===== config.mk =====
export PLATFORM = sky130hd
export DESIGN_NAME = elevator_reporter
export DESIGN_NICKNAME = d
export VERILOG_FILES = /design/src/source/serial_pkg.sv /design/src/source/elevator_pkg.sv /design/src/source/report_ctrl_if.sv /design/src/source/elevator_reporter.sv /design/src/source/report_datapath.sv /design/src/source/serial_sender.sv /design/src/source/record_cursor.sv /design/src/source/report_control.sv
export VERILOG_INCLUDE_DIRS = /design/src /design/src/source
export SDC_FILE = /design/constraint.sdc
export NUM_CORES = 1
export LEC_CHECK = 0
export BUFFER_PORTS_ARGS = -buffer_cell sky130_fd_sc_hd__buf_2
export CORE_MARGIN = 1
export CORE_UTILIZATION = 55
export CTS_BUF_LIST = sky130_fd_sc_hd__clkbuf_16
export DETAILED_ROUTE_END_ITERATION = 16
export PLACE_DENSITY = 0.8
export SLEW_MARGIN = 10
export SYNTH_ARGS = -nofsm -noshare
export SYNTH_HDL_FRONTEND = slang
export SYNTH_SLANG_ARGS = --single-unit

===== constraint.sdc =====
create_clock -name clock -period 9.1 [get_ports clock]
set_input_delay 1.82 -clock clock [delete_from_list [all_inputs] [get_ports clock]]
set_output_delay 1.82 -clock clock [all_outputs]
set_load 0.1 [all_outputs]

===== src/source/report_defs.svh =====
`ifndef REPORT_DEFS_SVH
`define REPORT_DEFS_SVH

// Status bytes per report
`define CONTENT_DEPTH 4
// Queue slots in the call table
`define QUEUE_DEPTH 8
// Line rate as clock cycles per bit
`define CLOCKS_PER_BIT 4
`define FLOOR_WIDTH 7

`endif

===== src/source/serial_pkg.sv =====
package serial_pkg;

    // Payload of one UART frame
    typedef logic [7:0] byte_t;

    // Transmitter phases
    typedef enum logic [1:0] {
        sender_idle,
        sender_start,
        sender_data,
        sender_stop
    } sender_state_t;

endpackage


===== src/source/elevator_pkg.sv =====
`include "report_defs.svh"

package elevator_pkg;

    // One pending call with the origin flag on top
    typedef struct packed {
        logic                      origin;
        logic [`FLOOR_WIDTH-1:0]   floor;
    } queue_entry_t;

    // Floor, direction, door and load bytes
    typedef serial_pkg::byte_t [`CONTENT_DEPTH-1:0] content_table_t;

    // Whole call queue with slot 0 in the low bits
    typedef queue_entry_t [`QUEUE_DEPTH-1:0] queue_table_t;

endpackage


===== src/source/report_ctrl_if.sv =====
`timescale 1ns/1ps

interface report_ctrl_if;

    logic clear;           // Rewind cursors and load snapshots
    logic count_content;
    logic count_queue;
    logic send;            // Held for a whole frame
    logic content_select;  // Status bytes on the sender
    logic sent;            // End of frame strobe
    logic content_last;
    logic queue_last;
    logic queue_origin;

    modport control (
        output clear,
        output count_content,
        output count_queue,
        output send,
        output content_select,
        input  sent,
        input  content_last,
        input  queue_last,
        input  queue_origin
    );

    modport datapath (
        input  clear,
        input  count_content,
        input  count_queue,
        input  send,
        input  content_select,
        output sent,
        output content_last,
        output queue_last,
        output queue_origin
    );

endinterface


===== src/source/elevator_reporter.sv =====
`timescale 1ns/1ps

module elevator_reporter (
    input  logic                         clock,
    input  logic                         reset,
    input  logic                         floor_changed,
    input  elevator_pkg::content_table_t content_table,
    input  elevator_pkg::queue_table_t   queue_table,
    output logic                         tx,
    output logic                         reporting
);

    report_ctrl_if ctrl ();

    // Sequencing
    report_control i_report_control (
        .clock         (clock),
        .reset         (reset),
        .floor_changed (floor_changed),
        .reporting     (reporting),
        .ctrl          (ctrl.control)
    );

    // Snapshots and UART
    report_datapath i_report_datapath (
        .clock         (clock),
        .reset         (reset),
        .content_table (content_table),
        .queue_table   (queue_table),
        .tx            (tx),
        .ctrl          (ctrl.datapath)
    );

endmodule


===== src/source/report_datapath.sv =====
`timescale 1ns/1ps
`include "report_defs.svh"

module report_datapath (
    input  logic                        clock,
    input  logic                        reset,
    input  elevator_pkg::content_table_t content_table,
    input  elevator_pkg::queue_table_t   queue_table,
    output logic                        tx,
    report_ctrl_if.datapath             ctrl
);

    serial_pkg::byte_t          content_byte;
    elevator_pkg::queue_entry_t queue_entry;
    serial_pkg::byte_t          tx_byte;

    // Status bytes
    record_cursor #(
        .entry_t (serial_pkg::byte_t),
        .DEPTH   (`CONTENT_DEPTH)
    ) i_content_cursor (
        .clock    (clock),
        .reset    (reset),
        .clear    (ctrl.clear),
        .count    (ctrl.count_content),
        .table_in (content_table),
        .entry    (content_byte),
        .last     (ctrl.content_last)
    );

    // Call queue
    record_cursor #(
        .entry_t (elevator_pkg::queue_entry_t),
        .DEPTH   (`QUEUE_DEPTH)
    ) i_queue_cursor (
        .clock    (clock),
        .reset    (reset),
        .clear    (ctrl.clear),
        .count    (ctrl.count_queue),
        .table_in (queue_table),
        .entry    (queue_entry),
        .last     (ctrl.queue_last)
    );

    assign tx_byte           = ctrl.content_select ? content_byte
                                                   : serial_pkg::byte_t'(queue_entry);
    assign ctrl.queue_origin = queue_entry.origin;

    serial_sender i_serial_sender (
        .clock (clock),
        .reset (reset),
        .send  (ctrl.send),
        .data  (tx_byte),
        .tx    (tx),
        .sent  (ctrl.sent)
    );

endmodule


===== src/source/serial_sender.sv =====
`timescale 1ns/1ps
`include "report_defs.svh"

module serial_sender (
    input  logic              clock,
    input  logic              reset,
    input  logic              send,
    input  serial_pkg::byte_t data,
    output logic              tx,
    output logic              sent
);

    localparam int tick_width = (`CLOCKS_PER_BIT > 1) ? $clog2(`CLOCKS_PER_BIT) : 1;
    localparam logic [tick_width-1:0] tick_last = tick_width'(`CLOCKS_PER_BIT - 1);

    serial_pkg::sender_state_t state;
    serial_pkg::byte_t         shift_reg;
    logic [tick_width-1:0]     tick_count;
    logic [2:0]                bit_index;
    logic                      frame_start;
    logic                      bit_done;

    // No restart in the cycle that reports the previous frame
    assign frame_start = (state == serial_pkg::sender_idle) && send && !sent;
    assign bit_done    = (tick_count == tick_last);

    always_ff @(posedge clock) begin
        if (frame_start) begin
            shift_reg <= data;
        end
    end

    always_ff @(posedge clock or posedge reset) begin
        if (reset) begin
            state      <= serial_pkg::sender_idle;
            tick_count <= '0;
            bit_index  <= '0;
            tx         <= 1'b1;
            sent       <= 1'b0;
        end else begin
            sent <= 1'b0;
            case (state)
                serial_pkg::sender_idle: begin
                    tick_count <= '0;
                    if (frame_start) begin
                        state <= serial_pkg::sender_start;
                        tx    <= 1'b0;  // Start bit
                    end
                end
                serial_pkg::sender_start: begin
                    tick_count <= tick_count + 1'b1;
                    if (bit_done) begin
                        tick_count <= '0;
                        bit_index  <= '0;
                        state      <= serial_pkg::sender_data;
                        tx         <= shift_reg[0];
                    end
                end
                serial_pkg::sender_data: begin
                    tick_count <= tick_count + 1'b1;
                    if (bit_done) begin
                        tick_count <= '0;
                        if (bit_index == 3'd7) begin
                            state <= serial_pkg::sender_stop;
                            tx    <= 1'b1;  // Stop bit
                        end else begin
                            bit_index <= bit_index + 3'd1;
                            tx        <= shift_reg[bit_index + 3'd1];
                        end
                    end
                end
                serial_pkg::sender_stop: begin
                    tick_count <= tick_count + 1'b1;
                    if (bit_done) begin
                        tick_count <= '0;
                        state      <= serial_pkg::sender_idle;
                        sent       <= 1'b1;
                    end
                end
                default: begin
                    state <= serial_pkg::sender_idle;
                    tx    <= 1'b1;
                end
            endcase
        end
    end

endmodule


===== src/source/record_cursor.sv =====
`timescale 1ns/1ps

module record_cursor #(
    parameter type entry_t = logic [7:0],
    parameter int  DEPTH   = 4
) (
    input  logic               clock,
    input  logic               reset,
    input  logic               clear,
    input  logic               count,
    input  entry_t [DEPTH-1:0] table_in,
    output entry_t             entry,
    output logic               last
);

    localparam int addr_width = (DEPTH > 1) ? $clog2(DEPTH) : 1;
    localparam logic [addr_width-1:0] addr_last = addr_width'(DEPTH - 1);

    entry_t [DEPTH-1:0]    snapshot;
    logic [addr_width-1:0] address;

    // Table copy frozen once clear drops
    always_ff @(posedge clock) begin
        if (clear) begin
            snapshot <= table_in;
        end
    end

    always_ff @(posedge clock or posedge reset) begin
        if (reset) begin
            address <= '0;
        end else if (clear) begin
            address <= '0;
        end else if (count) begin
            address <= address + 1'b1;
        end
    end

    assign entry = snapshot[address];
    assign last  = (address == addr_last);

endmodule


===== src/source/report_control.sv =====
`timescale 1ns/1ps

module report_control (
    input  logic   clock,
    input  logic   reset,
    input  logic   floor_changed,
    output logic   reporting,
    report_ctrl_if.control ctrl
);

    typedef enum logic [2:0] {
        state_idle,
        state_prepare,
        state_send_content,
        state_count_content,
        state_check_queue,
        state_send_queue,
        state_count_queue,
        state_final
    } state_t;

    state_t state;
    state_t state_next;

    always_ff @(posedge clock or posedge reset) begin
        if (reset) begin
            state <= state_idle;
        end else begin
            state <= state_next;
        end
    end

    always_comb begin
        state_next = state;
        case (state)
            state_idle: begin
                if (floor_changed) begin
                    state_next = state_prepare;
                end
            end
            state_prepare:       state_next = state_send_content;
            state_send_content: begin
                if (ctrl.sent) begin
                    state_next = ctrl.content_last ? state_check_queue : state_count_content;
                end
            end
            state_count_content: state_next = state_send_content;
            state_check_queue: begin
                // Skip entries that are not origin calls
                if (ctrl.queue_origin) begin
                    state_next = state_send_queue;
                end else begin
                    state_next = ctrl.queue_last ? state_final : state_count_queue;
                end
            end
            state_send_queue: begin
                if (ctrl.sent) begin
                    state_next = ctrl.queue_last ? state_final : state_count_queue;
                end
            end
            state_count_queue:   state_next = state_check_queue;
            state_final:         state_next = state_idle;
            default:             state_next = state_idle;
        endcase
    end

    // Moore outputs
    always_comb begin
        ctrl.clear          = (state == state_idle) || (state == state_prepare);
        ctrl.count_content  = (state == state_count_content);
        ctrl.count_queue    = (state == state_count_queue);
        ctrl.send           = (state == state_send_content) || (state == state_send_queue);
        ctrl.content_select = (state == state_send_content) || (state == state_count_content);
        // Snapshot is already loaded once this goes high
        reporting           = !ctrl.clear;
    end

endmodule


==> summary.md, run 1 <==
| Metric | Value |
|---|---|
| Initial antenna violation count | `0` |
| Hold buffer count at cts | `0` |
| Clock sink count | `about 120` |
| Peak supply drop | `0.161 mV` |
| Critical Path Slowest Stage Cell | `dfrtp_1` |
| Post-Syn Instances | `273` |
| Final nets | `a little under 500` |
| Core Area | `between 8000 and 9000 sq um` |
| Worst slew pin tran | `~1200 ps` |
| Final setup viols | `0` |
| Tmin final | `3590 ps` |
| YS warnings | `0` |
| WP data required | `7280 ps` |
| Crit path from | `i_report_control.state[2]` |
| Post-Syn Area | `4950 sq um` |
| Fill cells | `around 540` |
| Crit-path max cell delay | `680 ps` |
| Crit-path cells | `nor2_4, inv_1, buf_2` |
| Die Y | `slightly below 100 microns` |
| Xor and xnor fraction of the mapped netlist area | `0%` |
| Reg area | `between 3000 and 4000 sq um` |
| Area of the multi-input gates | `roughly 1300 sq um` |
| Area growth from synthesis to layout | `23.7%` |
| Vias in the first global route | `between 2000 and 3000` |
| Synth Net Count | `between 300 and 400` |
| Vias | `between 2000 and 3000` |
| Post_cts resized | `0` |
| Critical setup path kind | `reg -> out` |
| Share of cells above drive strength 1 | `a little over two fifths` |
| Root buffer cell | `clkbuf_16` |
| Number of CTS-inserted buffers | `17` |
| Seq/Total Area, Yosys | `71.7%` |
| Setup TNS | `0 ps` |
| Full die area | `between 9000 and 10000 sq um` |
| Cell Rows | `34` |
| CP endpoint | `reporting` |
| Distinct cells, synth | `37` |
| Max reg flops | `64` |
| Simple-Gate Fraction of Synth Area | `about 4.2%` |
| Routed WL | `between 9000 and 10000 microns` |
| Worst Hold Class | `reg -> reg` |
| CTS tree | `yes` |
| Number of synthesized flops with an enable pin | `about 100` |
| I/O pin count | `101` |
| Number of DRC markers in iteration 0 | `between 100 and 150` |
| # Max-Cap Violations | `0` |
| Clock-pin slew on the worst setup and hold paths | `60 ps` |
| Unrepaired setup endpoints after global routing | `no` |
| Clock Latency Late Sink | `410 ps` |
| CP max FO | `17` |
| Bufs on Longest Clock Path | `2` |
| Largest net degree at the start of global routing | `slightly above 90` |
| Worst flop-to-flop path startpoint | `i_report_datapath.i_serial_sender.bit_index[0]` |
| Hpwl dp | `5940 microns` |
| Post-synthesis mux area share | `between 10 and 15%` |
| Fmax | `279 MHz` |
| Post-synth ARST share | `14.0%` |
| Drt pass-1 iters | `4` |
| Synth Register Bits | `about 120` |
| Relative slew slack | `a little under a quarter` |
| Cell total after placement | `471` |
| First-pass GRT wire length | `roughly 15000 microns` |
| R2r setup slk | `a little under 7000 ps` |
| Post-synthesis average cell area | `~18 sq um` |
| Worst Clk Skew | `10.4 ps` |
| GR Overflow Total | `0` |
| Main combinational cell family by area after synthesis | `multiplexers` |
| IO buf count | `100` |
| H-tree lvl count | `4` |
| Worst EP arrival | `1770 ps` |
| R2R cell count | `6` |
| Setup bufs post-CTS | `0` |
| Power Density | `205 nW/um^2` |
| DRC viols | `0` |
| Per-cell routed wire length | `18.8 microns` |
| Initial Util | `around 57%` |
| Outcome | `finished, final reports clean` |
| Vias per Instance | `around 5.7` |
| Capturing point of the worst reg2reg path | `i_report_datapath.i_serial_sender.tx` |
| Final period util | `around 39%` |
| ANT cells | `0` |
| Adder-Cell Fraction of Synth Area | `3.03%` |
| Max Slew Vio Count | `0` |
| Main flop type after synthesis | `edfxtp_1` |
| Non-filler cells, final | `between 500 and 600` |
| Die extent in x | `~97 microns` |
| Complex-gate fraction of the synthesized area | `~5.4%` |
| Routability cong. | `about 0.75` |
| Leak | `between 0.002 and 0.0025 uW` |
| Total Routing Usage GR | `21.6%` |
| Crit path capture type | `output pin` |
| Finished Core Util | `a little over two thirds` |
| Critical path startpoint category | `flip-flop` |
| Final Hold Vio Count | `0` |
| Post-DRT Antenna Nets | `0` |
[placed cells by master, fill, tap and decap left out, types with 3 or more instances in the layout]
master,instances
nand2_1,18
a31oi_1,9
dfrtp_1,16
buf_2,100
nor2_1,13
mux2i_1,4
a21oi_1,3
mux2_2,6
buf_4,3
edfxtp_1,104
mux4_2,25
a22o_1,10
inv_6,7
ha_1,12
clkinvlp_4,3
inv_1,8
o21ai_0,4
clkbuf_16,17
nor2b_1,4
[Yosys cell counts, types with 3 or more instances]
| cell type | n | area [sq um] |
|---|---|---|
| a21oi_1 | 3 | 15.0 |
| a22o_1 | 10 | 87.6 |
| a31oi_1 | 9 | 56.3 |
| buf_2 | 3 | 15.0 |
| clkbuf_1 | 8 | 30.0 |
| dfrtp_1 | 16 | 400 |
| edfxtp_1 | 104 | 3120 |
| ha_1 | 12 | 150 |
| inv_1 | 8 | 30.0 |
| mux2_2 | 6 | 67.6 |
| mux2i_1 | 4 | 40.0 |
| mux4_2 | 25 | 563 |
| nand2_1 | 18 | 67.6 |
| nor2_1 | 14 | 52.6 |
| nor2b_1 | 4 | 25.0 |
| o21ai_0 | 4 | 20.0 |
[how the worst min path moves through the flow]
stage                                                               start                                              end  slack (ps)  depth (start not counted)
final                     i_report_datapath.i_serial_sender.tick_count[0]  i_report_datapath.i_serial_sender.tick_count[0]         440                          1
after global routing      i_report_datapath.i_serial_sender.tick_count[0]  i_report_datapath.i_serial_sender.tick_count[0]         460                          1
after CTS                 i_report_datapath.i_serial_sender.tick_count[0]  i_report_datapath.i_serial_sender.tick_count[0]         440                          1
after detailed placement  i_report_datapath.i_serial_sender.tick_count[0]  i_report_datapath.i_serial_sender.tick_count[0]         430                          1
after global placement    i_report_datapath.i_serial_sender.tick_count[0]  i_report_datapath.i_serial_sender.tick_count[0]         420                          1
after floorplan           i_report_datapath.i_serial_sender.tick_count[0]  i_report_datapath.i_serial_sender.tick_count[0]         410                          1
[through the flow]
step	power (uW)	cell area, sq um	hold WS (ps)	worst slack, ps
after CTS	1270	6120	445	5510
final	1260	6120	435	5510
after global routing	1290	6120	463	5420
after floorplan	615	4950	408	526
after global placement	635	5560	421	5990
after detailed placement	636	5560	435	5960
[critical path: cells and delay by family (launching register included)]
| family | cells | cell delay, ps |
|---|---|---|
| DFF | 1 | 680 |
| buffers and inverters | 2 | 570 |
| and+or+nand+nor | 1 | 110 |
[layer usage]
metal	vias to the layer above	global-route usage (%)	routed length, microns
met2	114	35.2	4840
li1	1308	-	-
met1	1423	26.8	3890
met3	17	6.14	542
met5	-	0	0
met4	0	10.4	195
[final cells by class]
cell class                 instances  area share, %
clock buffer                      17           6.95
clock inverter                    15           2.23
inverter                           9          0.552
multi-input combinational        130           21.5
sequential                       121           58.0
tap                              108           2.21
timing repair buffer             103           8.54
[report_power, final]
part	internal (uW)	switching (uW)
Combinational	14.5	8.08
Sequential	602	0
Clock	379	252
[cells by family after synthesis]
logic type	Yosys count
DFF	121
and+or+nand+nor	45
AOI/OAI and AO/OA	37
muxes	36
buffers and inverters	22
adders and majority gates	12
Note: power is estimated with default switching activity, not from simulation.
==> run 2: changes to the inputs <==
--- a/config.mk
+++ b/config.mk
@@ -8,10 +8,10 @@
 export LEC_CHECK = 0
 export BUFFER_PORTS_ARGS = -buffer_cell sky130_fd_sc_hd__buf_2
 export CORE_MARGIN = 1
-export CORE_UTILIZATION = 55
+export CORE_UTILIZATION = 49
 export CTS_BUF_LIST = sky130_fd_sc_hd__clkbuf_16
 export DETAILED_ROUTE_END_ITERATION = 16
-export PLACE_DENSITY = 0.8
+export PLACE_DENSITY = 0.75
 export SLEW_MARGIN = 10
 export SYNTH_ARGS = -nofsm -noshare
 export SYNTH_HDL_FRONTEND = slang
==> constraint.sdc (replaced) <==
create_clock -name clock -period 2.9 [get_ports clock]
set_input_delay 0.58 -clock clock [delete_from_list [all_inputs] [get_ports clock]]
set_output_delay 0.58 -clock clock [all_outputs]
set_load 0.1 [all_outputs]
==> run 2 against run 1 <==
  * Register-to-register slack got worse by 6100 ps
  * Via count fell by 0.87%
  * Sequential share of layout area down 0.78 points
  * First-iteration DRC count down 1.4%
  * Utilization is 6.7 points lower
  * Cell count rose by 4.8%
  * Flip-flop and latch count unchanged
  * Non-clock buffer count rose by 1
  * Critical path depth stayed put
  * Worst setup slack lost 4900 ps
  * Largest cell class unchanged
==> summary.md, run 2 (synthesis gave the netlist of run 1 again) <==
| Metric | Value |
|---|---|
| Area growth from synthesis to layout | `25.3%` |
| Die Y | `103 microns (+5.8%)` |
| WP data required | `2320 ps (-4960 ps)` |
| Unrepaired setup endpoints after global routing | `no` |
| Peak supply drop | `0.509 mV (+220%)` |
| Power Density | `663 nW/um^2 (+220%)` |
| Outcome | `finished, final reports clean` |
| Initial antenna violation count | `0 (unchanged)` |
| Per-cell routed wire length | `18.3 microns (-2.9%)` |
| Final setup viols | `0 (unchanged)` |
| Routed WL | `9640 microns (+1.8%)` |
| Leak | `0.00237 uW (+1.1%)` |
| CTS tree | `yes` |
| Hold buffer count at cts | `0 (unchanged)` |
| Routability cong. | `0.829 (+10%)` |
| GR Overflow Total | `0 (unchanged)` |
| I/O pin count | `101 (unchanged)` |
| IO buf count | `100 (unchanged)` |
| Hpwl dp | `6090 microns (+2.5%)` |
| Worst Hold Class | `in -> async` |
| Clock sink count | `121 (unchanged)` |
| Total Routing Usage GR | `20.4% (-1.2 points)` |
| Number of DRC markers in iteration 0 | `144 (-1.4%)` |
| Critical path startpoint category | `flip-flop` |
| Crit-path max cell delay | `690 ps (about the same)` |
| Largest delay share family, worst path | `flip-flops` |
| Initial Util | `50.7% (-6.1 points)` |
| Bufs on Longest Clock Path | `2 (unchanged)` |
| First-pass GRT wire length | `14900 microns (about the same)` |
| Worst flop-to-flop path startpoint | `i_report_datapath.i_serial_sender.bit_index[0]` |
| Vias | `2837 (-0.87%)` |
| R2r setup slk | `700 ps (-6120 ps)` |
| Fill cells | `704 (+31%)` |
| ANT cells | `0 (unchanged)` |
| Max Slew Vio Count | `0 (unchanged)` |
| Relative slew slack | `22.9% (-0.14 points)` |
| Die extent in x | `103 microns (+5.8%)` |
| Final nets | `494 (+0.20%)` |
| Most frequent cells in the layout | `edfxtp_1, buf_2, mux4_2` |
| Hold WS | `277 ps (-158 ps)` |
| Full die area | `10500 sq um (+12%)` |
| Critical Path Slowest Stage Cell | `dfrtp_1` |
| Vias in the first global route | `2939 (-0.98%)` |
| Drt pass-1 iters | `4 (unchanged)` |
| Final Hold Vio Count | `0 (unchanged)` |
| Crit path capture type | `output pin` |
| Root buffer cell | `clkbuf_16` |
| Largest net degree at the start of global routing | `97 (+4.3%)` |
| Critical setup path kind | `reg -> out` |
| Crit path from | `i_report_control.state[2]` |
| Share of cells above drive strength 1 | `42.9% (-0.14 points)` |
| Worst slew pin tran | `1160 ps (+2.08 ps)` |
| Worst Clk Skew | `9.71 ps (-0.654 ps)` |
| Tmin final | `approximately 2300 ps` |
| DRC viols | `0 (unchanged)` |
| Buf/Inv on CP | `2 (unchanged)` |
| Clock Latency Late Sink | `410 ps (about the same)` |
| Final period util | `79.6%` |
| Finished Core Util | `63.5% (-6.7 points)` |
| Number of CTS-inserted buffers | `17 (unchanged)` |
| Fmax | `~430 MHz` |
| # Max-Cap Violations | `0 (unchanged)` |
| Vias per Instance | `5.38 (-5.4%)` |
| Crit-path cells | `nor2_4, inv_1, buf_2` |
| Post_cts resized | `0 (unchanged)` |
| Cell Rows | `36 (+5.9%)` |
| Clock-pin slew on the worst setup and hold paths | `50 ps (about the same)` |
| CP max FO | `17 (unchanged)` |
| Max reg flops | `64 (unchanged)` |
| Total Power | `4110 uW (+230%)` |
| Worst EP arrival | `1730 ps (-40 ps)` |
| Post-DRT Antenna Nets | `0 (unchanged)` |
| Core Area | `9770 sq um (+12%)` |
| Setup bufs post-CTS | `0 (unchanged)` |
| Leading cell type in the layout, fill and taps excluded | `edfxtp_1` |
| H-tree lvl count | `4 (unchanged)` |
## run 2: path summary, 6_finish.rpt
check,to,cells after the start
min in group clock,i_report_datapath.i_queue_cursor.snapshot[47],1
min,i_report_datapath.i_serial_sender.tick_count[1],2
max in group asynchronous,i_report_control.state[2],2
max reg2reg,i_report_datapath.i_serial_sender.tx,6
max,reporting,3
min reg2reg,i_report_datapath.i_serial_sender.tick_count[0],1
## run 2: power breakdown
| group | total [uW] | switching [uW] | internal (uW) |
|---|---|---|---|
| clock | 2150 | 731 | 1420 |
| combinational | 71.8 | 26.3 | 45.6 |
| sequential | 1890 | 0 | 1890 |
## run 2: metrics by stage
stage                     TNS, ps  instance area [sq um]  setup slack, ps  cells
after floorplan              -688                   4970             -688    273
after global placement          0                   5600              768    497
after detailed placement        0                   5600              727    497
after CTS                       0                   6210              568    527
after global routing            0                   6210              541    527
final                           0                   6210              592    527
## run 2: layout make-up
| class | count | area, sq um | area share (%) |
|---|---|---|---|
| sequential | 121 | 3550 | 57.2 |
| inverter | 9 | 33.8 | 0.544 |
| timing repair buffer | 104 | 531 | 8.55 |
| tap | 133 | 166 | 2.68 |
| clock inverter | 13 | 181 | 2.92 |
| multi-input combinational | 130 | 1320 | 21.2 |
| clock buffer | 17 | 425 | 6.85 |
## run 2: layer usage
metal  routed length (microns)  vias to the layer above  global-route usage (%)
li1                          -                     1310                       -
met1                      3770                     1372                    24.0
met2                      4930                      131                    32.8
met3                       591                       24                    5.69
met4                       346                        0                    14.2
met5                         0                        -                       0
